==> src/include/cache_consts.svh <==
`ifndef CACHE_CONSTS_SVH
`define CACHE_CONSTS_SVH

////////////////////////////////////////
// Requester side
////////////////////////////////////////

`define ADDR_WIDTH 16 // Byte address bits

////////////////////////////////////////
// Cache and backing memory geometry
////////////////////////////////////////

`define LINE_WIDTH 64 // Bits per cache line and per memory word
`define CACHE_DEPTH 4 // Cache lines

// 256 lines of 8 bytes cover byte addresses 0 to 2047
`define MEM_LINES 256
`define MEM_LATENCY 3 // Cycles from request to ack

`endif
==> src/verilog/cache_pkg.sv <==
`include "cache_consts.svh"

package cache_pkg;

	typedef logic [`ADDR_WIDTH-1:0] addr_t;
	typedef logic [31:0] word_t;
	typedef logic [7:0] byte_t;
	typedef logic [`LINE_WIDTH-1:0] line_t;

	// Address = tag | index | offset
	typedef logic [$clog2(`LINE_WIDTH / 8)-1:0] offset_t;
	typedef logic [$clog2(`CACHE_DEPTH)-1:0] index_t;
	typedef logic [`ADDR_WIDTH-$bits(offset_t)-$bits(index_t)-1:0] tag_t;

	// Requester handshake
	typedef enum logic [1:0] {IDLE, BUSY, DONE} port_state_t;

	// Memory sequencer, write-back always ahead of fill
	typedef enum logic [2:0] {
		SEQ_IDLE,
		WRITE,
		WRITE_REL,
		READ,
		READ_REL
	} seq_state_t;

endpackage

==> src/verilog/cpu_port.sv <==
`timescale 1ns/1ps

module cpu_port (
	input logic clk,
	input logic reset,
	// Requester side
	input logic req,
	output logic ack,
	input cache_pkg::addr_t addr,
	input logic write_enable,
	input logic byte_enable,
	input cache_pkg::word_t data_in,
	output cache_pkg::word_t data_out,
	// Cache side
	output logic cache_enable,
	output cache_pkg::addr_t cache_addr,
	output logic cache_write_enable,
	output logic cache_byte_enable,
	output cache_pkg::word_t cache_data_in,
	input logic cache_hit,
	input cache_pkg::word_t cache_data_out
);
	import cache_pkg::*;

	port_state_t state;

	// Request held for the whole transaction
	addr_t addr_q;
	logic write_q;
	logic byte_q;
	word_t data_q;

	assign cache_enable = (state == BUSY); // Held until the hit
	assign cache_addr = addr_q;
	assign cache_byte_enable = byte_q;
	assign cache_data_in = data_q;

	// Write lands on the hit cycle only
	assign cache_write_enable = cache_enable & write_q & cache_hit;

	////////////////////////////////////////
	// Handshake FSM
	////////////////////////////////////////
	always_ff @(posedge clk) begin
		if (reset) begin
			state <= IDLE;
			ack <= 1'b0;
		end else begin
			case (state)
				IDLE: if (req) state <= BUSY;
				BUSY: if (cache_hit) state <= DONE; // Misses just keep waiting
				DONE: begin
					if (!ack) begin
						ack <= 1'b1;
					end else if (!req) begin
						ack <= 1'b0;
						state <= IDLE;
					end
				end
				default: state <= IDLE;
			endcase
		end
	end

	// Latch the request, then the result one cycle after the hit
	always_ff @(posedge clk) begin
		if (state == IDLE && req) begin
			addr_q <= addr;
			write_q <= write_enable;
			byte_q <= byte_enable;
			data_q <= data_in;
		end
		if (state == DONE && !ack) data_out <= cache_data_out; // Includes a just-written value
	end

endmodule

==> config.mk <==
export PLATFORM = sky130hd
export DESIGN_NAME = cpu_port
export DESIGN_NICKNAME = d
export VERILOG_FILES = /design/src/verilog/cache_pkg.sv /design/src/verilog/cpu_port.sv
export VERILOG_INCLUDE_DIRS = /design/src /design/src/include
export SDC_FILE = /design/constraint.sdc
export NUM_CORES = 1
export LEC_CHECK = 0
export BUFFER_PORTS_ARGS = -buffer_cell sky130_fd_sc_hd__clkbuf_2
export CORE_ASPECT_RATIO = 2
export CORE_MARGIN = 3
export CORE_UTILIZATION = 37
export DETAILED_ROUTE_END_ITERATION = 6
export PLACE_DENSITY = 0.75
export SYNTH_ARGS = -nofsm -noshare
export SYNTH_HDL_FRONTEND = slang
export SYNTH_SLANG_ARGS = --single-unit
==> constraint.sdc <==
create_clock -name clk -period 4 [get_ports clk]
set_input_delay 0 -clock clk [delete_from_list [all_inputs] [get_ports clk]]
set_output_delay 0 -clock clk [all_outputs]
set_load 0.005 [all_outputs]
==> impl_metrics.tcl <==
set metrics [dict create \
    hold_class "in -> reg" \
    numCtsBuffers 9 \
    clkTransAtPathRegs_ns 0.06 \
    synth_top_area_cell "edfxtp_1" \
    portBuffers 169 \
    nFillCells 454 \
    fin_crit_ns 1.51 \
    avgSynthCellArea_um2 26.6 \
    insertion_delay_ns 0.33 \
    ys_types 13 \
    fin_worst_skew_ns 0.00896 \
    areaGrowthSynthToFinish_pct 81.7 \
    finalHoldViolCount 0 \
    io_pins 170 \
    die_w_um 65.3 \
    first_iter_violations 123 \
    tns_ns 0 \
    cp.arrival_ns 1.78 \
    num_vias 2007 \
    grt_pass1_wl_um 11400 \
    critPathCaptureType "flop" \
    ys_seq_area_share_pct 96.8 \
    finalWirelength_um 7440 \
    via_per_inst 4.39 \
    diodes 0 \
    synthesis.area_um2 2610 \
    cts_max_level 3 \
    crit_type "reg -> reg" \
    yosys_warnings 0 \
    gr-usage-all-layers_pct 19.2 \
    grt_pass1_vias 2297 \
    cts_tree "yes" \
    crit_chain "nor2b_2 -> nand2_1 -> a21oi_1 -> dlygate4sd3_1" \
    grt_max_degree 51 \
    rows 42 \
    rsz0062_at_grt "false" \
    clock-root-buffer "clkbuf_16" \
    cellLeakagePower_uw 0.00205 \
    p_per_area_nw_per_um2 438 \
    setup_ws_ns 2.49 \
    cp.required_ns 4.27 \
    tightestPinTransition_ns 0.608 \
    holdWs_ns 0.0173 \
    slew_headroom_pct 59.5 \
    wl_per_cell_um 16.3 \
    cts_sinks 85 \
    gp_congestion 0.719 \
    final_cell_mix "169 x clkbuf_2, 84 x dlygate4sd3_1, 82 x edfxtp_1" \
    antenna_found_initial 0 \
    core_um2 6730 \
    post-route-period-util_pct 37.8 \
    slew_violations 0 \
    fmax_mhz 661 \
    num-nets-final 450 \
    layout_commonest_cell "clkbuf_2" \
    vdd_drop_max_mv 0.310 \
    final_antenna_net_count 0 \
    start_util_pct 38.7 \
    ys_seq_elements 85 \
    critPathMaxFanout 4 \
    synth_area_leaders "edfxtp_1 94%, dfxtp_1 2.3%, nand2b_4 0.53%, a21oi_1 0.38%, mux2i_1 0.38%" \
    clk_path_buf_depth 2 \
    critPathMaxStageDelay_ns 0.56 \
    cp_slowest_cell "dlygate4sd3_1" \
    post-place-ws_ns 2.55 \
    netlist_instances 98 \
    utilization_pct 70.4 \
    globalRouteOverflowTotal 0 \
    first_pass_iters 4 \
    cts_resized 0 \
    die_area_um2 8150 \
    synthesis.nets 184 \
    setup_viol 0 \
    drive_above_1_share_pct 51.2 \
    start_kind "flop" \
    status "complete, no violations" \
    hpwl_um 4480 \
    maxCapViolCount 0 \
    die_h_um 125 \
    drc 0 \
    synth_top_area_share_pct 94.5 \
]
==> kinds of logic (layout without fill, tap and decap cells) <==
group / count (synthesis) / in the layout / share of synthesized area, %
buffers and inverters: 1 / 272 / 0.144
flip-flops: 85 / 85 / 96.8
AND/OR/NAND/NOR: 8 / 8 / 2.02
multiplexers: 1 / 1 / 0.384
AO/OA/AOI/OAI: 3 / 3 / 0.672
==> timing repair <==
action,in CTS,in global routing
hold endpoints to repair,85,0
hold buffers,84,0
buffers inserted,0,0
==> Yosys cell counts, drive strengths merged <==
cell type	instances
nand2	2
and3	1
nor2b	1
edfxtp	82
mux2i	1
a21oi	2
inv	1
dfxtp	3
nor3	1
a21o	1
nor3b	1
nor2	1
nand2b	1
==> routing by layer <==
layer	part of all wire, %	GRT usage, %
met1	33	19.9
met2	53	32.1
met3	11	7.40
met4	3.7	11.0
met5	0	0
==> cell type report <==
type | count | area [um2] | share of cell area, %
clock inverters | 4 | 56.3 | 1.19
multi-input cells | 12 | 93.8 | 1.98
repair buffers | 255 | 1700 | 35.9
well taps | 88 | 110 | 2.33
clock buffers | 12 | 246 | 5.21
flip-flops and latches | 85 | 2520 | 53.3
inverters | 1 | 3.75 | 0.0793
==> path summary, 6_finish.rpt <==
kind                  start        to  slack, ns  cells after the start
setup / recovery   state[0]  state[1]       2.49                      4
hold / removal    cache_hit  state[0]       0.02                      3
setup reg to reg   state[0]  state[1]       2.49                      4
hold reg to reg         ack       ack       0.51                      2
==> state kept, by name (all words and copies together) (netlist names) <==
signal / flops
ack: 1
cache_byte_enable: 1
cache_addr: 16
state: 2
data_out: 32
write_q: 1
cache_data_in: 32
==> per-stage QoR <==
step	cell area [um2]	std cells	power, uW
2_1_floorplan	2610	98	1100
3_3_place_gp	3590	357	1190
3_5_place_dp	3590	357	1200
4_1_cts	4730	457	2080
5_1_grt	4730	457	2140
6_report	4730	457	2070
==> report_power, final <==
| group | switching, uW | internal (uW) |
|---|---|---|
| Sequential | 17.8 | 1040 |
| Clock | 319 | 505 |
| Combinational | 79.4 | 116 |
==> worst max-delay path, delay by kind of cell (launching register included) <==
kind            cells  cell delay, ns
flops               1            0.43
simple gates        2            0.32
buf+inv             1            0.56
compound gates      1            0.14
No activity file was read; power rests on OpenSTA's default activity.
