$ cat config.mk
export PLATFORM = sky130hd
export DESIGN_NAME = cache_direct
export DESIGN_NICKNAME = d
export VERILOG_FILES = /design/src/verilog/cache_pkg.sv /design/src/verilog/cache_direct.sv
export VERILOG_INCLUDE_DIRS = /design/src /design/src/include
export SDC_FILE = /design/constraint.sdc
export NUM_CORES = 1
export LEC_CHECK = 0
export BUFFER_PORTS_ARGS = -buffer_cell sky130_fd_sc_hd__clkbuf_2
export CORE_AREA = 2 2 258 260
export DETAILED_ROUTE_END_ITERATION = 7
export DIE_AREA = 0 0 260 262
export GPL_TIMING_DRIVEN = 0
export PLACE_DENSITY = 0.48
export SETUP_SLACK_MARGIN = 0.4
export SLEW_MARGIN = 20
export SYNTH_ARGS = -nofsm -noshare
export SYNTH_HDL_FRONTEND = slang
export SYNTH_SLANG_ARGS = --single-unit
$ cat constraint.sdc
create_clock -name clk -period 7.3 [get_ports clk]
set_clock_uncertainty 0.05 [all_clocks]
set_input_delay 0.365 -clock clk [delete_from_list [all_inputs] [get_ports clk]]
set_output_delay 0.365 -clock clk [all_outputs]
set_load 0.01 [all_outputs]
$ cat src/include/cache_consts.svh
`ifndef CACHE_CONSTS_SVH
`define CACHE_CONSTS_SVH

////////////////////////////////////////
// Requester side
////////////////////////////////////////

`define ADDR_WIDTH 16 // Byte address bits

////////////////////////////////////////
// Cache and backing memory geometry
////////////////////////////////////////

`define LINE_WIDTH 64 // Bits per cache line and per memory word
`define CACHE_DEPTH 4 // Cache lines

// 256 lines of 8 bytes cover byte addresses 0 to 2047
`define MEM_LINES 256
`define MEM_LATENCY 3 // Cycles from request to ack

`endif
$ cat src/verilog/cache_pkg.sv
`include "cache_consts.svh"

package cache_pkg;

	typedef logic [`ADDR_WIDTH-1:0] addr_t;
	typedef logic [31:0] word_t;
	typedef logic [7:0] byte_t;
	typedef logic [`LINE_WIDTH-1:0] line_t;

	// Address = tag | index | offset
	typedef logic [$clog2(`LINE_WIDTH / 8)-1:0] offset_t;
	typedef logic [$clog2(`CACHE_DEPTH)-1:0] index_t;
	typedef logic [`ADDR_WIDTH-$bits(offset_t)-$bits(index_t)-1:0] tag_t;

	// Requester handshake
	typedef enum logic [1:0] {IDLE, BUSY, DONE} port_state_t;

	// Memory sequencer, write-back always ahead of fill
	typedef enum logic [2:0] {
		SEQ_IDLE,
		WRITE,
		WRITE_REL,
		READ,
		READ_REL
	} seq_state_t;

endpackage

$ cat src/verilog/cache_direct.sv
`timescale 1ns/1ps

`include "cache_consts.svh"

module cache_direct #(
	parameter int DEPTH = `CACHE_DEPTH
) (
	input logic clk,
	input logic reset,
	// Requester side
	input logic enable,
	input cache_pkg::addr_t addr,
	input logic write_enable,
	input logic byte_enable,
	input cache_pkg::word_t data_in,
	output cache_pkg::word_t data_out,
	output logic hit,
	// Write-back side
	output logic mem_write_req,
	output cache_pkg::addr_t mem_write_addr,
	output cache_pkg::line_t mem_write_data,
	input logic mem_write_ack,
	// Fill side
	output logic mem_read_req,
	output cache_pkg::addr_t mem_read_addr,
	input cache_pkg::line_t mem_read_data,
	input logic mem_read_ack
);
	import cache_pkg::*;

	localparam int OB = $bits(offset_t);
	localparam int IB = $clog2(DEPTH);
	localparam int SHIFT = OB + IB; // Tag starts here

	////////////////////////////////////////
	// Address split
	////////////////////////////////////////
	offset_t offset;
	logic [IB-1:0] index;
	tag_t tag;

	assign offset = addr[OB-1:0];
	assign index = addr[SHIFT-1:OB];
	assign tag = tag_t'(addr >> SHIFT); // Zero-extended for deeper caches

	// Fill target comes from the pending read address
	logic [IB-1:0] fill_index;
	tag_t fill_tag;

	assign fill_index = mem_read_addr[SHIFT-1:OB];
	assign fill_tag = tag_t'(mem_read_addr >> SHIFT);

	////////////////////////////////////////
	// Line storage
	////////////////////////////////////////
	logic [DEPTH-1:0] valid;
	logic [DEPTH-1:0] dirty;
	tag_t tags [DEPTH];
	line_t lines [DEPTH];

	line_t line_out;
	word_t word_out;
	byte_t byte_out;
	logic hit_int;

	assign line_out = lines[index];
	assign word_out = line_out[offset[OB-1:2] * 32 +: 32]; // Low two bits ignored
	assign byte_out = line_out[offset * 8 +: 8];

	assign hit_int = valid[index] && (tags[index] == tag);
	assign hit = enable & hit_int;

	// Read data follows the address, so a write shows up the next cycle
	assign data_out = byte_enable ? {24'h000000, byte_out} : word_out;

	// No new miss while a transfer is still in flight
	logic mem_busy;
	assign mem_busy = mem_write_req | mem_read_req | mem_write_ack | mem_read_ack;

	////////////////////////////////////////
	// Control arrays and memory requests
	////////////////////////////////////////
	always_ff @(posedge clk) begin
		if (reset) begin
			valid <= '0;
			dirty <= '0;
			mem_write_req <= 1'b0;
			mem_read_req <= 1'b0;
		end else begin
			if (mem_write_ack) mem_write_req <= 1'b0;

			if (mem_read_ack && mem_read_req) begin
				valid[fill_index] <= 1'b1; // Fresh line is clean
				dirty[fill_index] <= 1'b0;
				mem_read_req <= 1'b0;
			end

			if (enable) begin
				if (hit_int) begin
					if (write_enable) dirty[index] <= 1'b1;
				end else if (!mem_busy) begin
					if (valid[index] && dirty[index]) mem_write_req <= 1'b1;
					valid[index] <= 1'b0;
					mem_read_req <= 1'b1;
				end
			end
		end
	end

	////////////////////////////////////////
	// Line data, tags and request payload
	////////////////////////////////////////
	always_ff @(posedge clk) begin
		if (mem_read_ack && mem_read_req) begin
			lines[fill_index] <= mem_read_data;
			tags[fill_index] <= fill_tag;
		end

		if (enable && hit_int && write_enable) begin
			if (byte_enable) begin
				lines[index][offset * 8 +: 8] <= data_in[7:0];
			end else begin
				lines[index][offset[OB-1:2] * 32 +: 32] <= data_in;
			end
		end

		if (enable && !hit_int && !mem_busy) begin
			// Victim goes back to its own line address
			mem_write_addr <= (addr_t'(tags[index]) << SHIFT) | (addr_t'(index) << OB);
			mem_write_data <= lines[index];
			mem_read_addr <= (addr >> OB) << OB; // Line aligned
		end
	end

endmodule

==> key figures <==
Clock tree
  • CTS Sinks: 398
  • Clk slew on worst S/H paths: approximately 0.06 ns
  • H-tree levels: 2
  • Clk_lat worst skew: around 0.6 ns
  • CTS resizes: 0
  • Total CTS buffers: 48
  • Clk buf depth: 3
  • CTS tree: yes
  • CTS Root Buffer Type: clkbuf_16

Synth
  • Mux share of post-synthesis cell area: 0.201
  • Largest family of logic cells by synthesized area: multiplexers
  • Post-Synth Simple-Gate Area: 0.0612
  • Area contributors post-synth: edfxtp_1, mux2_2, mux4_2
  • Post-synth ARST share: 0
  • Yosys top cell area share: 0.601
  • Most common cell in the netlist: edfxtp_1
  • Post-synth top cells: edfxtp_1, mux2_2, nand2_1
  • Sequential share of the synthesized area: 0.612
  • Yosys warning total: 0
  • Synth Flop Type: edfxtp_1
  • Synthesized flop and latch total: between 300 and 400
  • Post-synthesis xor/xnor area fraction: 0.00407
  • Post-synth EDFFs: approximately 390
  • Synth area leader: edfxtp_1
  • Cells after Synth: 1278
  • Yosys cell types: a little over 60
  • Post-Synth Adder-Cell Area: 0.00129
  • Syn_area_per_cell: 15.2 sq um
  • Synth Area in Compound Gates: 0.0949
  • Cell area after synthesis: 19400 sq um

Timing
  • RSZ-0062 raised after global routing: false
  • Setup violations, final: 0
  • Worst slew margin: 0.247
  • Fmax: approximately 0.19 GHz
  • Minimum clock period: approximately 5.2 ns
  • Final Hold Fails: 0
  • Worst Hold Margin: 0.0469 ns
  • Period utilization: 0.718
  • Max-slew violations: 0
  • Worst Tran Pin Value: 1.13 ns
  • Final TNS setup: 0 ns

Critical path
  • Req. time, crit path: 6.88 ns
  • Crit-path max FO: 10
  • R2r setup slk: roughly 2.8 ns
  • Worst path arrival time: slightly below 5 ns
  • RR Startpoint: tags[3][8]
  • CP Capture Type: output port
  • CP Launch Type: primary input
  • CP Launch Point: addr[3]
  • WS Path Type: in2out

Floorplan
  • Core footprint: about 65000 sq um
  • Starting Density: 0.297
  • Chip width: 260 um
  • Chip height: 262 um
  • Num ports: 250
  • Row count: 94
  • Die area: 68100 sq um

Global route
  • Global-route wire length before repair: about 98 mm
  • Initial antenna violation count: 13
  • Vias in the first global route: between 10000 and 15000
  • GRT Overall Usage: 0.204
  • GR Overflow Total: 0
  • Largest net degree at the start of global routing: 21

Worst hold path
  • Tightest Hold Check Type: in2reg
  • Hold Path Origin: mem_read_data[37]

Placed design
  • Placed cells: ~2400
  • Final GP Congestion: around 0.90
  • HPWL after DPL: between 50 and 60 mm
  • Port bufs: 241

Routing
  • DRT Wirelength: 70.5 mm
  • Drt pass-1 iters: 5
  • Iter 0 DRT Violations: about 1300
  • Avg WL per Cell: 28.1 um
  • DRC Markers: 0
  • Antenna Violating Nets Remaining: 0
  • Vias: roughly 13000
  • Drt via density: 5.31

Run
  • Number of max-capacitance violations reported: 0

Run status
  • Status: complete, no violations

Power and ir drop
  • Maximum vdd drop: around 140 uV
  • PD cells: 234 nW/um^2
  • Pleak: about 8.4 nW
  • Design Power: about 0.0055 W

Cells and area
  • Layout cell share with drive strength beyond 1: 0.382
  • Final #Nets: about 1700
  • Fillers: about 6400
  • Final Non-Filler Cells: roughly 2500
  • Layout area overhead: 22.1%
-- state kept, by name (all words and copies together), names as in the netlist --
signal / cells
valid: 4
lines: 256
mem_write_addr: 11
mem_write_req: 1
tags: 44
mem_read_req: 1
mem_read_addr: 13
mem_write_data: 64
dirty: 4
-- worst max-delay path, cell delays in order --
cell,delay [ns]
dlygate4sd3_1,0.53
clkbuf_2,0.12
buf_4,0.25
clkbuf_1,0.37
buf_1,0.50
buf_1,0.78
mux4_2,0.66
mux2i_1,0.37
nand2_1,0.09
nand3_1,0.12
o21ai_0,0.10
nand2_1,0.11
o21ai_0,0.23
clkbuf_2,0.22
-- final timing paths --
check	cells after the start	to
max	14	data_out[1]
min reg2reg	2	dirty[1]
max reg2reg	8	lines[0][6]
min	2	lines[1][37]
-- cells in the final DEF, fill, tap and decap left out, drive strengths merged, types with 10 or more instances in the layout --
master	n
clkinv	23
edfxtp	388
dlygate4sd3	12
inv	31
nor2	53
o22a	24
nand2	117
buf	52
a2bb2oi	72
o31ai	24
mux2	163
or2	13
o21ai	61
clkbuf	343
mux4	73
mux2i	41
dfxtp	10
nand3	11
a31oi	11
-- kinds of logic (layout without fill, tap and decap cells) --
family                   Yosys count  count (layout)
AO/OA/AOI/OAI                    240             240
XOR/XNOR                           9               9
adder cells (fa/ha/maj)            2               2
buffers and inverters            116             471
flip-flops                       398             398
multiplexers                     277             277
other                              1              12
AND/OR/NAND/NOR                  235             235
-- through the flow --
stage / instance area, sq um / setup slack [ns] / utilization
final: 23600 / 2.06 / 0.362
after global routing: 23600 / 1.75 / 0.362
after CTS: 23600 / 1.83 / 0.362
after detailed placement: 21900 / 2.35 / 0.336
after global placement: 21700 / -0.214 / 0.332
after floorplan: 19400 / 2.43 / -
-- layer usage --
metal  vias up  GRT usage  part of all wire
li1       5765          -                 -
met4        12     0.0845             0.041
met2       623      0.315              0.45
met1      6789      0.281              0.43
met5         -          0            0.0011
met3       123     0.0411             0.076
-- timing repair --
action | 4_1_cts | 5_1_grt
hold buffers | 12 | 0
hold endpoints to repair | 12 | 0
buffers inserted | 0 | 0
-- area by class of cell --
| type | count | area, sq um | share of cell area |
|---|---|---|---|
| repair buffers | 268 | 1540 | 0.0651 |
| multi-input cells | 769 | 7050 | 0.298 |
| diodes | 6 | 15.0 | 0.000635 |
| plain buffers | 87 | 395 | 0.0167 |
| flip-flops and latches | 398 | 11900 | 0.501 |
| well taps | 864 | 1080 | 0.0457 |
| inverters | 29 | 109 | 0.00460 |
| clock buffers | 52 | 1240 | 0.0523 |
| clock inverters | 35 | 369 | 0.0156 |
-- report_power, final --
part	internal, W	switching, W	leakage, nW
clock	0.00147	0.000989	0.779
combinational	0.000199	0.000340	4.06
sequential	0.00253	0.00000967	3.59
total	0.00420	0.00134	8.43
Power figures use the tool's default switching activity.
