File: src/include/cache_consts.svh
`ifndef CACHE_CONSTS_SVH
`define CACHE_CONSTS_SVH

////////////////////////////////////////
// Requester side
////////////////////////////////////////

`define ADDR_WIDTH 16 // Byte address bits

////////////////////////////////////////
// Cache and backing memory geometry
////////////////////////////////////////

`define LINE_WIDTH 64 // Bits per cache line and per memory word
`define CACHE_DEPTH 4 // Cache lines

// 256 lines of 8 bytes cover byte addresses 0 to 2047
`define MEM_LINES 256
`define MEM_LATENCY 3 // Cycles from request to ack

`endif
File: src/verilog/cache_pkg.sv
`include "cache_consts.svh"

package cache_pkg;

	typedef logic [`ADDR_WIDTH-1:0] addr_t;
	typedef logic [31:0] word_t;
	typedef logic [7:0] byte_t;
	typedef logic [`LINE_WIDTH-1:0] line_t;

	// Address = tag | index | offset
	typedef logic [$clog2(`LINE_WIDTH / 8)-1:0] offset_t;
	typedef logic [$clog2(`CACHE_DEPTH)-1:0] index_t;
	typedef logic [`ADDR_WIDTH-$bits(offset_t)-$bits(index_t)-1:0] tag_t;

	// Requester handshake
	typedef enum logic [1:0] {IDLE, BUSY, DONE} port_state_t;

	// Memory sequencer, write-back always ahead of fill
	typedef enum logic [2:0] {
		SEQ_IDLE,
		WRITE,
		WRITE_REL,
		READ,
		READ_REL
	} seq_state_t;

endpackage

File: src/verilog/mem_sequencer.sv
`timescale 1ns/1ps

module mem_sequencer (
	input logic clk,
	input logic reset,
	// Write-back from the cache
	input logic mem_write_req,
	input cache_pkg::addr_t mem_write_addr,
	input cache_pkg::line_t mem_write_data,
	output logic mem_write_ack,
	// Fill to the cache
	input logic mem_read_req,
	input cache_pkg::addr_t mem_read_addr,
	output cache_pkg::line_t mem_read_data,
	output logic mem_read_ack,
	// Backing memory port
	output logic mem_req,
	output logic mem_we,
	output cache_pkg::addr_t mem_addr,
	output cache_pkg::line_t mem_wdata,
	input cache_pkg::line_t mem_rdata,
	input logic mem_ack
);
	import cache_pkg::*;

	seq_state_t state;

	always_ff @(posedge clk) begin
		if (reset) begin
			state <= SEQ_IDLE;
			mem_req <= 1'b0;
			mem_write_ack <= 1'b0;
			mem_read_ack <= 1'b0;
		end else begin
			case (state)
				SEQ_IDLE: begin
					if (mem_write_req) begin // Dirty victim first
						mem_req <= 1'b1;
						state <= WRITE;
					end else if (mem_read_req) begin
						mem_req <= 1'b1;
						state <= READ;
					end
				end
				WRITE: begin
					if (mem_ack) begin
						mem_req <= 1'b0;
						mem_write_ack <= 1'b1;
						state <= WRITE_REL;
					end
				end
				// Both sides must release before the port is reused
				WRITE_REL: begin
					if (!mem_write_req && !mem_ack) begin
						mem_write_ack <= 1'b0;
						state <= SEQ_IDLE;
					end
				end
				READ: begin
					if (mem_ack) begin
						mem_req <= 1'b0;
						mem_read_ack <= 1'b1;
						state <= READ_REL;
					end
				end
				READ_REL: begin
					if (!mem_read_req && !mem_ack) begin
						mem_read_ack <= 1'b0;
						state <= SEQ_IDLE;
					end
				end
				default: state <= SEQ_IDLE;
			endcase
		end
	end

	// Transfer payload, read data held for the fill ack
	always_ff @(posedge clk) begin
		if (state == SEQ_IDLE) begin
			mem_we <= mem_write_req;
			mem_addr <= mem_write_req ? mem_write_addr : mem_read_addr;
			mem_wdata <= mem_write_data;
		end
		if (state == READ && mem_ack) mem_read_data <= mem_rdata;
	end

endmodule

File: config.mk
export PLATFORM = sky130hd
export DESIGN_NAME = mem_sequencer
export DESIGN_NICKNAME = d
export VERILOG_FILES = /design/src/verilog/cache_pkg.sv /design/src/verilog/mem_sequencer.sv
export VERILOG_INCLUDE_DIRS = /design/src /design/src/include
export SDC_FILE = /design/constraint.sdc
export NUM_CORES = 1
export LEC_CHECK = 0
export ABC_AREA = 1
export BUFFER_PORTS_ARGS = -buffer_cell sky130_fd_sc_hd__buf_4
export CAP_MARGIN = 0
export CORE_ASPECT_RATIO = 1.4
export CORE_MARGIN = 4
export CORE_UTILIZATION = 30
export CTS_BUF_LIST = sky130_fd_sc_hd__clkbuf_4 sky130_fd_sc_hd__clkbuf_8 sky130_fd_sc_hd__clkbuf_16
export DETAILED_ROUTE_END_ITERATION = 12
export MAX_ROUTING_LAYER = met4
export PLACE_DENSITY = 0.67
export SLEW_MARGIN = 20
export SYNTH_ARGS = -nofsm -noshare
export SYNTH_HDL_FRONTEND = slang
export SYNTH_SLANG_ARGS = --single-unit
File: constraint.sdc
create_clock -name clk -period 5.1 [get_ports clk]
set_input_delay 0.255 -clock clk [delete_from_list [all_inputs] [get_ports clk]]
set_output_delay 0.255 -clock clk [all_outputs]
set_load 0.02 [all_outputs]
==> results.txt, run 1 <==
status: finished clean
crit-path max FO: 64
Crit. End Element: flip-flop
worst-path cell chain: inv_2 > nor2_2 > nand3_1 > inv_2 > buf_4
Mapped Area: 0.00490 mm2
Synthesized Nets: 408
Sinks on Clock Net: 151
DR vias/cell: 4.15
first-pass GRT wire length: 20200 um
P_int: 2.76 mW
Area growth, synth to finish: 73.1%
hold crit path type: input port to flip-flop
core area: 0.0161 mm2
RSZ-0062 raised after global routing: false
max-cap violation count: 0
Worst setup SP type: flip-flop
slew margin rel.: 48.9%
Die X: 116 um
Sw Ratio: 30.2%
grt ovf: 0
postcts setup bufs: 0
Crit Path Class: flip-flop to flip-flop
post-synthesis sequential area ratio: 91.3%
Std-Cell Rows: 55
combinational share of power: 25.2%
via count: 3436
max frequency: 513 MHz
Syn Inst Count: 243
Residual DRC: 0
I/O pin count: 313
vias in the first global route: 3669
final hold vios: 0
PD cells: 466 mW/mm2
Inserted Diodes: 0
Flop pwr share: 44.5%
die area: 0.0185 mm2
WL per Instance: 16.9 um
P_sw: 1.19 mW
CP arrival: 1.98 ns
Worst Path Required: 5.13 ns
final wirelength: 14000 um
Reg clk slew, reported paths: 0.06 ns
clk buf depth: 2
All-Layer GR Usage: 15.0%
antenna viol nets, final: 0
Sequential Area: 0.00447 mm2
Final setup viols: 0
setup TNS: 0 ns
share of layout cells above drive strength 1: 56.7%
drt first pass iters: 4
largest net degree at the start of global routing: 65
#FFs+latches synth: 151
# fillers: 1353
Final period util: 38.2%
Die Y: 159 um
clock skew: 0.0158 ns
Fin Hold WS: 0.0257 ns
Multi-input gate area: 367 um2
static leakage power: 3.64 nW
clk_lat worst skew: 0.41 ns
post-layout minimum cycle time: 1.95 ns
CTS Buf Count: 17
Pins Over Slew Limit: 0
Clk pwr share: 30.3%
H-tree Lvls: 4
Hold Buf Count CTS: 37
Ys Warns: 0
DR iter-0 viols: 175
Avg Cell Area, Syn: 20.2 um2
Top cell by count, worst path: inv_2
initial antenna violation count: 0
CTS root buf: clkbuf_16
IO buf count: 312
GP Congestion: 0.828
max incr delay on CP: 0.60 ns
Max IR drop VDD: 0.000219 V
CTS tree: done
CP max stage cell: buf_4
hpwl dp: 10700 um
synth unique cells: 22
Worst Tran Pin Value: 0.766 ns
nets: 781
Resize count post-CTS: 0
Initial Utilization: 30.4%
[power groups by stage]
stage          sequential, mW  combinational, mW  clock, mW
2_1_floorplan            2.09              0.166          0
3_3_place_gp             1.77              0.972          0
3_5_place_dp             1.78              0.986          0
4_1_cts                  1.76               1.01       1.24
5_1_grt                  1.78               1.05       1.30
6_report                 1.76              0.996       1.20
[area by class of cell]
type	instances	share of cell area, %
clock buffer	17	5.01
multi-input combinational	80	4.32
tap	199	2.93
sequential	151	52.7
clock inverter	14	1.65
inverter	8	0.413
timing repair buffer	358	32.9
[synthesized netlist by cell type, drive strengths merged]
master | number | area share (%)
a21oi | 5 | 0.59
nand3 | 6 | 0.82
nor3 | 1 | 0.20
dfxtp | 6 | 2.5
nor2 | 4 | 0.41
nand4 | 1 | 0.13
inv | 7 | 0.54
a211oi | 1 | 0.15
o21a | 1 | 0.15
nand2 | 56 | 4.3
clkinv | 1 | 0.18
o21ai | 4 | 0.41
a21o | 1 | 0.15
edfxtp | 145 | 89
buf | 4 | 0.66
[cell usage in the layout (no fill, tap or decap), types with 2 or more instances in the layout]
cell           count
clkinv_4           2
nor2_2             2
edfxtp_1         145
inv_2              3
inv_6              6
nand3_1            4
nand2_1           55
a21oi_1            4
nor2_1             2
inv_1              4
buf_4            315
dlygate4sd3_1     43
nand3_2            2
clkinvlp_4         3
o21ai_1            3
inv_8              2
dfxtp_1            6
clkbuf_16         17
[registers in the layout, indices dropped and copies added, names as in the netlist]
register       cells
mem_read_data     64
mem_wdata         64
mem_addr          16
state              3
mem_read_ack       1
mem_req            1
mem_we             1
mem_write_ack      1
[routing by layer]
layer | GRT usage, % | share of wire [%]
met2 | 25.7 | 54
met3 | 4.94 | 10
met5 | - | 0
met1 | 16.3 | 34
met4 | 4.91 | 1.6
[worst max-delay path: cells and delay by family, from the launching register on]
family	cells	cell delay, ns
AND/OR/NAND/NOR	2	0.33
flip-flops	1	0.44
buffers and inverters	3	0.77
[final timing paths]
path | from | endpoint | slack, ns | cells past startpoint
hold reg to reg | mem_req | mem_req | 0.49 | 2
setup reg to reg | state[1] | mem_read_data[41] | 3.15 | 5
setup / recovery | state[1] | mem_read_data[41] | 3.15 | 5
hold / removal | mem_write_data[55] | mem_wdata[55] | 0.03 | 1
[kinds of logic (layout without fill, tap and decap cells)]
family | after synthesis | count (layout) | synth area share, %
compound gates | 12 | 12 | 1.45
buf+inv | 12 | 397 | 1.38
flops | 151 | 151 | 91.3
simple gates | 68 | 68 | 5.90
[per-stage QoR]
step | worst slack, ns | instance area, um2 | total power [mW] | utilization, % | instances
floorplan | 0.821 | 4900 | 2.25 | - | 243
global placement | 3.24 | 7490 | 2.75 | 46.5 | 753
detailed placement | 3.13 | 7490 | 2.77 | 46.5 | 753
CTS | 3.13 | 8430 | 4.01 | 52.3 | 821
global route | 3.00 | 8490 | 4.13 | 52.7 | 827
finish | 3.15 | 8490 | 3.95 | 52.7 | 827
(Power assumes the default switching activity.)
==> run 2, diff against run 1 <==
Settings changed: ABC_AREA 1 to 0.
Clock period 5.1 ns to 1.9 ns, I/O delays scaled along.
==> run 2 against run 1 <==
The run now fails in clock tree synthesis. Synthesized cell count decreased by 20%. Area after synthesis decreased by 1.4%.
==> results.txt, run 2 <==
Resize count post-CTS: 0 (unchanged)
hpwl dp: 10500 um (-1.8%)
IO buf count: 312 (unchanged)
#FFs+latches synth: 151 (unchanged)
status: stopped before the end
CTS root buf: clkbuf_16
Die Y: 158 um (-0.68%)
H-tree Lvls: 4 (unchanged)
GP Congestion: 0.722 (-13%)
Sinks on Clock Net: 151 (unchanged)
Std-Cell Rows: 54 (-1.8%)
top cells by area, synth: edfxtp_1 90%, mux2_2 3.7%, dfxtp_1 2.5%
most numerous cell in the Yosys netlist: edfxtp_1
Die X: 115 um (-0.67%)
most common library cells after synthesis: 145 x edfxtp_1, 16 x mux2_2, 6 x dfxtp_1
Synth Flop Type: edfxtp_1
DP Cell Count: 704 (-6.5%)
error message: [ERROR RSZ-0060] Max buffer count reached.
Mapped Area: 0.00483 mm2 (-1.4%)
Initial Utilization: 30.8% (+0.38 points)
Yosys top cell area share: 90.1% (+1.3 points)
FFs w/ async S/R, synth: 0% (unchanged)
I/O pin count: 313 (unchanged)
Syn Inst Count: 194 (-20%)
Synth area leader: edfxtp_1
Synthesized Nets: 359 (-12%)
clk buf depth: 2 (unchanged)
Stopped at: clock tree synthesis
Ys Warns: 0 (unchanged)
Hold Buf Count CTS: 148 (+300%)
synth unique cells: 20 (-9.1%)
post-synthesis sequential area ratio: 92.6% (+1.3 points)
postcts setup bufs: 0 (unchanged)
CTS Buf Count: 17 (unchanged)
Post-synth EDFFs: 145 (unchanged)
Avg Cell Area, Syn: 24.9 um2 (+23%)
run 2: cells by family after synthesis:
family / share of synthesized area (%)
DFF: 92.6
buffers and inverters: 0.725
AOI/OAI and AO/OA: 1.94
muxes: 3.73
and+or+nand+nor: 1.01
run 2: metrics by stage:
step           cell area, um2  utilization [%]  setup slack, ns
3_5_place_dp             7470             47.7            0.207
2_1_floorplan            4850                -            -1.12
3_3_place_gp             7470             47.7            0.286
==> run 3, diff against run 2 <==
Settings changed: CORE_ASPECT_RATIO 1.4 to unset, CORE_UTILIZATION 30 to 20, CTS_BUF_LIST sky130_fd_sc_hd__clkbuf_4 sky130_fd_sc_hd__clkbuf_8 sky130_fd_sc_hd__clkbuf_16 to unset, MAX_ROUTING_LAYER met4 to unset, PLACE_DENSITY 0.67 to unset, PLACE_DENSITY_LB_ADDON set to 0.15.
==> run 3 against run 2 <==
The flow now finishes without violations. Synthesized cell count stayed put. Area after synthesis unchanged.
==> results.txt, run 3 <==
status: finished clean
first-pass GRT wire length: 22000 um
most common library cells after synthesis: 145 x edfxtp_1, 16 x mux2_2, 6 x dfxtp_1
Worst Path Required: 2.06 ns
final hold vios: 0
Synth area leader: edfxtp_1
Synth Flop Type: edfxtp_1
Reg clk slew, reported paths: 0.06 ns
core area: 0.0236 mm2
H-tree Lvls: 4 (unchanged)
synth unique cells: 20 (unchanged)
Clk pwr share: 35.2%
setup TNS: 0 ns
Die X: 163 um (+42%)
CP max stage cell: dfxtp_2
max frequency: 623 MHz
vias in the first global route: 4191
initial antenna violation count: 0
commonest cells after routing, fill and taps aside: 318 x buf_4, 163 x dlygate4sd3_1, 145 x edfxtp_1
hold_sp: mem_write_req
P_int: 6.57 mW
All-Layer GR Usage: 10.8%
Sinks on Clock Net: 151 (unchanged)
Hold Buf Count CTS: 163 (+10%)
P_sw: 2.28 mW
worst-path cell chain: and3b_2 > nand2_2 > clkinvlp_4 > buf_12
Synthesized Nets: 359 (unchanged)
Worst Reg-to-Reg Cells: 4
CP arrival: 1.77 ns
Resize count post-CTS: 0 (unchanged)
Crit Path Class: flip-flop to flip-flop
GP Congestion: 0.723 (about the same)
Ys Warns: 0 (unchanged)
max incr delay on CP: 0.41 ns
postcts setup bufs: 0 (unchanged)
Multi-input gate area: 337 um2
PD cells: 900 mW/mm2
Std-Cell Rows: 56 (+3.7%)
largest registers: mem_read_data (64), mem_wdata (64), mem_addr (16)
top cells by area, synth: edfxtp_1 90%, mux2_2 3.7%, dfxtp_1 2.5%
CTS tree: done
most numerous cell in the Yosys netlist: edfxtp_1
I/O pin count: 313 (unchanged)
largest net degree at the start of global routing: 70
Final setup viols: 0
DP Cell Count: 830 (+18%)
Sw Ratio: 25.8%
slew margin rel.: 70.7%
commonest non-fill, non-tap cell in the layout: buf_4
Syn Inst Count: 194 (unchanged)
Die Y: 163 um (+3.3%)
worst r2r dst: mem_read_data[9]
Worst Tran Pin Value: 0.439 ns
hpwl dp: 10300 um (-2.2%)
Residual DRC: 0
final wirelength: 14800 um
Sequential Area: 0.00448 mm2
share of layout cells above drive strength 1: 52.8%
post-layout minimum cycle time: 1.60 ns
drt first pass iters: 4
reg-to-reg startpoint: state[2]
static leakage power: 4.02 nW
nets: 858
clk_lat worst skew: 0.41 ns
FFs w/ async S/R, synth: 0% (unchanged)
Max IR drop VDD: 0.000475 V
Cells on Worst Hold Path: 1
Area growth, synth to finish: 103%
# fillers: 2156
Worst setup SP type: flip-flop
Reg2Reg Setup Slack: 0.30 ns
DR vias/cell: 3.68
Inserted Diodes: 0
via count: 3775
post-synthesis sequential area ratio: 92.6% (unchanged)
DR iter-0 viols: 111
Post-Layout Cell Count: 1025
#FFs+latches synth: 151 (unchanged)
Initial Utilization: 20.5% (-10 points)
CTS root buf: clkbuf_16
Final period util: 84.5%
grt ovf: 0
Worst Setup SP: state[2]
Hold EP: mem_we
combinational share of power: 18.2%
RSZ-0062 raised after global routing: false
IO buf count: 312 (unchanged)
clock skew: 0.0103 ns
Pins Over Slew Limit: 0
WL per Instance: 14.5 um
Flop pwr share: 46.6%
clk buf depth: 2 (unchanged)
max-cap violation count: 0
Post-synth EDFFs: 145 (unchanged)
CTS Buf Count: 17 (unchanged)
hold crit path type: input port to flip-flop
die area: 0.0267 mm2
Yosys top cell area share: 90.1% (unchanged)
crit-path max FO: 26
Avg Cell Area, Syn: 24.9 um2 (unchanged)
Mapped Area: 0.00483 mm2 (unchanged)
Crit. End Element: flip-flop
antenna viol nets, final: 0
run 3: cell counts after synthesis:
No cell type changed its count.
run 3: layer usage:
layer	part of all wire (%)	GRT usage (%)	routed length, um
met4	2.1	3.96	309
met2	50	18.5	7470
met1	35	11.3	5200
met3	12	5.55	1830
met5	0	0	0
run 3: logic make-up after synthesis:
group	count (synthesis)	share of synthesized area [%]
AO/OA/AOI/OAI	13	1.94
buffers and inverters	5	0.725
AND/OR/NAND/NOR	9	1.01
flip-flops	151	92.6
multiplexers	16	3.73
run 3: critical path, delay by kind of cell (launching register included):
kind,cells,cell delay (ns)
simple gates,2,0.36
buf+inv,2,0.57
flops,1,0.41
run 3: metrics by stage:
| stage | utilization (%) | power [mW] | hold WS [ns] | area (um2) | setup WS (ns) |
|---|---|---|---|---|---|
| after global routing | 41.6 | 9.30 | 0.0703 | 9830 | 0.195 |
| final | 41.6 | 8.85 | 0.0971 | 9830 | 0.295 |
| after CTS | 41.6 | 9.02 | 0.0709 | 9830 | 0.233 |
| after global placement | 32.4 | 5.54 | 0.274 | 7650 | 0.296 |
| after detailed placement | 32.4 | 5.54 | 0.274 | 7650 | 0.254 |
| after floorplan | - | 4.74 | 0.156 | 4850 | -1.12 |
run 3: power by group through the flow:
stage	clock (mW)	sequential (mW)	combinational, mW
after floorplan	0	4.56	0.187
after global routing	3.43	4.15	1.72
final	3.12	4.12	1.61
after detailed placement	0	4.19	1.35
after global placement	0	4.19	1.35
after CTS	3.26	4.12	1.64
run 3: cell type report:
type / instances / area share, %
flip-flops and latches: 151 / 45.6
repair buffers: 483 / 41.3
clock buffers: 19 / 4.41
well taps: 319 / 4.06
multi-input cells: 38 / 3.43
clock inverters: 13 / 1.13
inverters: 2 / 0.115
run 3: how the worst max path moves through the flow:
stage / to / slack [ns] / depth (start not counted)
detailed placement: mem_read_data[43] / 0.25 / 4
CTS: mem_read_data[34] / 0.23 / 4
global route: mem_read_data[48] / 0.20 / 4
floorplan: mem_req / -1.12 / 4
global placement: mem_read_data[12] / 0.30 / 4
finish: mem_read_data[9] / 0.30 / 4
==> run 4, diff against run 3 <==
Clock period 1.9 ns to 1.5 ns, I/O delays scaled along.
==> run 4 against run 3 <==
Cell count increased by 0.59%. Largest cell class unchanged. Final area grew 2.5%. Register-to-register slack got worse by 0.25 ns. Global-route usage is essentially flat. Clock skew shrank 0.0027 ns. Non-clock buffer count up 7. Highest routed layer unchanged.
==> results.txt, run 4 (synthesis gave the netlist of run 3 again) <==
status: finished clean
WL per Instance: 14.6 um (+0.77%)
Sinks on Clock Net: 151 (unchanged)
DR iter-0 viols: 90 (-19%)
P_sw: 2.86 mW (+26%)
Reg2Reg Setup Slack: 0.05 ns (-0.25 ns)
hold crit path type: input port to flip-flop
Flop pwr share: 43.1% (-3.5 points)
grt ovf: 0 (unchanged)
first-pass GRT wire length: 22100 um (+0.25%)
Worst Path Required: 1.66 ns (-0.40 ns)
post-layout minimum cycle time: 1.45 ns (-0.152 ns)
CTS tree: done
IO buf count: 312 (unchanged)
DR vias/cell: 3.69 (+0.21%)
Inserted Diodes: 0 (unchanged)
die area: 0.0267 mm2 (unchanged)
Buf/Inv on CP: 3 (+1)
clk_lat worst skew: 0.41 ns (about the same)
PD cells: 1200 mW/mm2 (+33%)
Max IR drop VDD: 0.000654 V (+38%)
Tot Pwr: 12.1 mW (+37%)
CTS Buf Count: 17 (unchanged)
Die X: 163 um (unchanged)
Reg clk slew, reported paths: 0.06 ns (about the same)
clk buf depth: 2 (unchanged)
Area growth, synth to finish: 109%
max incr delay on CP: 0.41 ns (about the same)
P_int: 9.24 mW (+41%)
Final setup viols: 0 (unchanged)
Final period util: 96.8% (+12 points)
All-Layer GR Usage: 10.7% (-0.030 points)
Resize count post-CTS: 0 (unchanged)
Die Y: 163 um (unchanged)
slew margin rel.: 79.5% (+8.8 points)
final core utilization: 42.7% (+1.1 points)
via count: 3805 (+0.79%)
Fin Hold WS: 0.0764 ns (-0.0207 ns)
max frequency: 688 MHz (+10%)
max-cap violation count: 0 (unchanged)
vias in the first global route: 4304 (+2.7%)
Std-Cell Rows: 56 (unchanged)
commonest non-fill, non-tap cell in the layout: buf_4
worst-path cell chain: and3b_2 > nand2_2 > clkinvlp_4 > buf_12 > clkbuf_16
GP Congestion: 0.714 (-1.2%)
initial antenna violation count: 0 (unchanged)
CTS root buf: clkbuf_16
nets: 865 (+0.82%)
I/O pin count: 313 (unchanged)
family with the most delay on the worst path: buffers and inverters
Worst setup SP type: flip-flop
DP Cell Count: 835 (+0.60%)
H-tree Lvls: 4 (unchanged)
Multi-input gate area: 337 um2 (unchanged)
antenna viol nets, final: 0 (unchanged)
commonest cells after routing, fill and taps aside: 318 x buf_4, 163 x dlygate4sd3_1, 145 x edfxtp_1
Sequential Area: 0.00448 mm2 (unchanged)
largest registers: mem_read_data (64), mem_wdata (64), mem_addr (16)
Residual DRC: 0 (unchanged)
combinational share of power: 18.0% (-0.2 points)
Worst Tran Pin Value: 0.308 ns (-0.131 ns)
RSZ-0062 raised after global routing: false
Crit Path Class: flip-flop to flip-flop
core area: 0.0236 mm2 (unchanged)
share of layout cells above drive strength 1: 53.4% (+0.54 points)
Initial Utilization: 20.5% (unchanged)
Crit. End Element: flip-flop
clock skew: 0.00760 ns (-0.00275 ns)
drt first pass iters: 4 (unchanged)
Post-Layout Cell Count: 1031 (+0.59%)
final hold vios: 0 (unchanged)
final wirelength: 15000 um (+1.4%)
Pins Over Slew Limit: 0 (unchanged)
hpwl dp: 10500 um (+2.4%)
crit-path max FO: 16 (-38%)
largest net degree at the start of global routing: 33 (-53%)
Sw Ratio: 23.7% (-2.1 points)
# fillers: 2132 (-1.1%)
CP arrival: 1.62 ns (-0.15 ns)
Clk pwr share: 38.9% (+3.7 points)
static leakage power: 4.14 nW (+3.0%)
setup TNS: 0 ns (unchanged)
CP max stage cell: dfxtp_2
run 4: final timing paths:
path / startpoint / endpoint / depth (start not counted)
min reg2reg: mem_read_ack / mem_read_ack / 2
max: state[2] / mem_read_data[7] / 5
min: mem_write_req / mem_we / 1
max reg2reg: state[2] / mem_read_data[7] / 5
run 4: stage by stage:
step                instance area, um2  worst slack, ns
CTS                              10000           0.0153
global placement                  7750           0.0586
finish                           10100           0.0474
floorplan                         4850            -1.52
global route                     10100         0.000258
detailed placement                7750           0.0266
run 4: power by group through the flow:
stage	clock network, mW	registers (mW)	logic, mW
after global routing	5.08	5.25	2.31
after CTS	4.89	5.22	2.21
after detailed placement	0	5.31	1.84
after global placement	0	5.31	1.83
after floorplan	0	5.77	0.237
final	4.71	5.21	2.18
run 4: timing repair:
action	4_1_cts	5_1_grt
setup buffers	0	1
setup endpoints to repair	0	64
hold buffers	163	0
endpoints found under the hold margin	150	0
run 4: area by class of cell:
type / count / share of cell area [%]
Sequential cell: 151 / 44.4
Timing Repair Buffer: 490 / 41.7
Clock buffer: 18 / 4.26
Tap cell: 319 / 3.96
Multi-Input combinational cell: 38 / 3.34
Clock inverter: 13 / 2.17
Inverter: 2 / 0.112
run 4: worst reg2reg max path, stage by stage (launching register included):
cell and delay, ns:
dfxtp_2 0.41, and3b_2 0.27, nand2_2 0.10, clkinvlp_4 0.10, buf_12 0.15, clkbuf_16 0.18
run 4: layer usage:
layer,share of wire (%),GRT usage (%)
met4,1.4,3.35
met3,12,5.90
met1,34,10.6
met5,0,0
met2,52,19.3
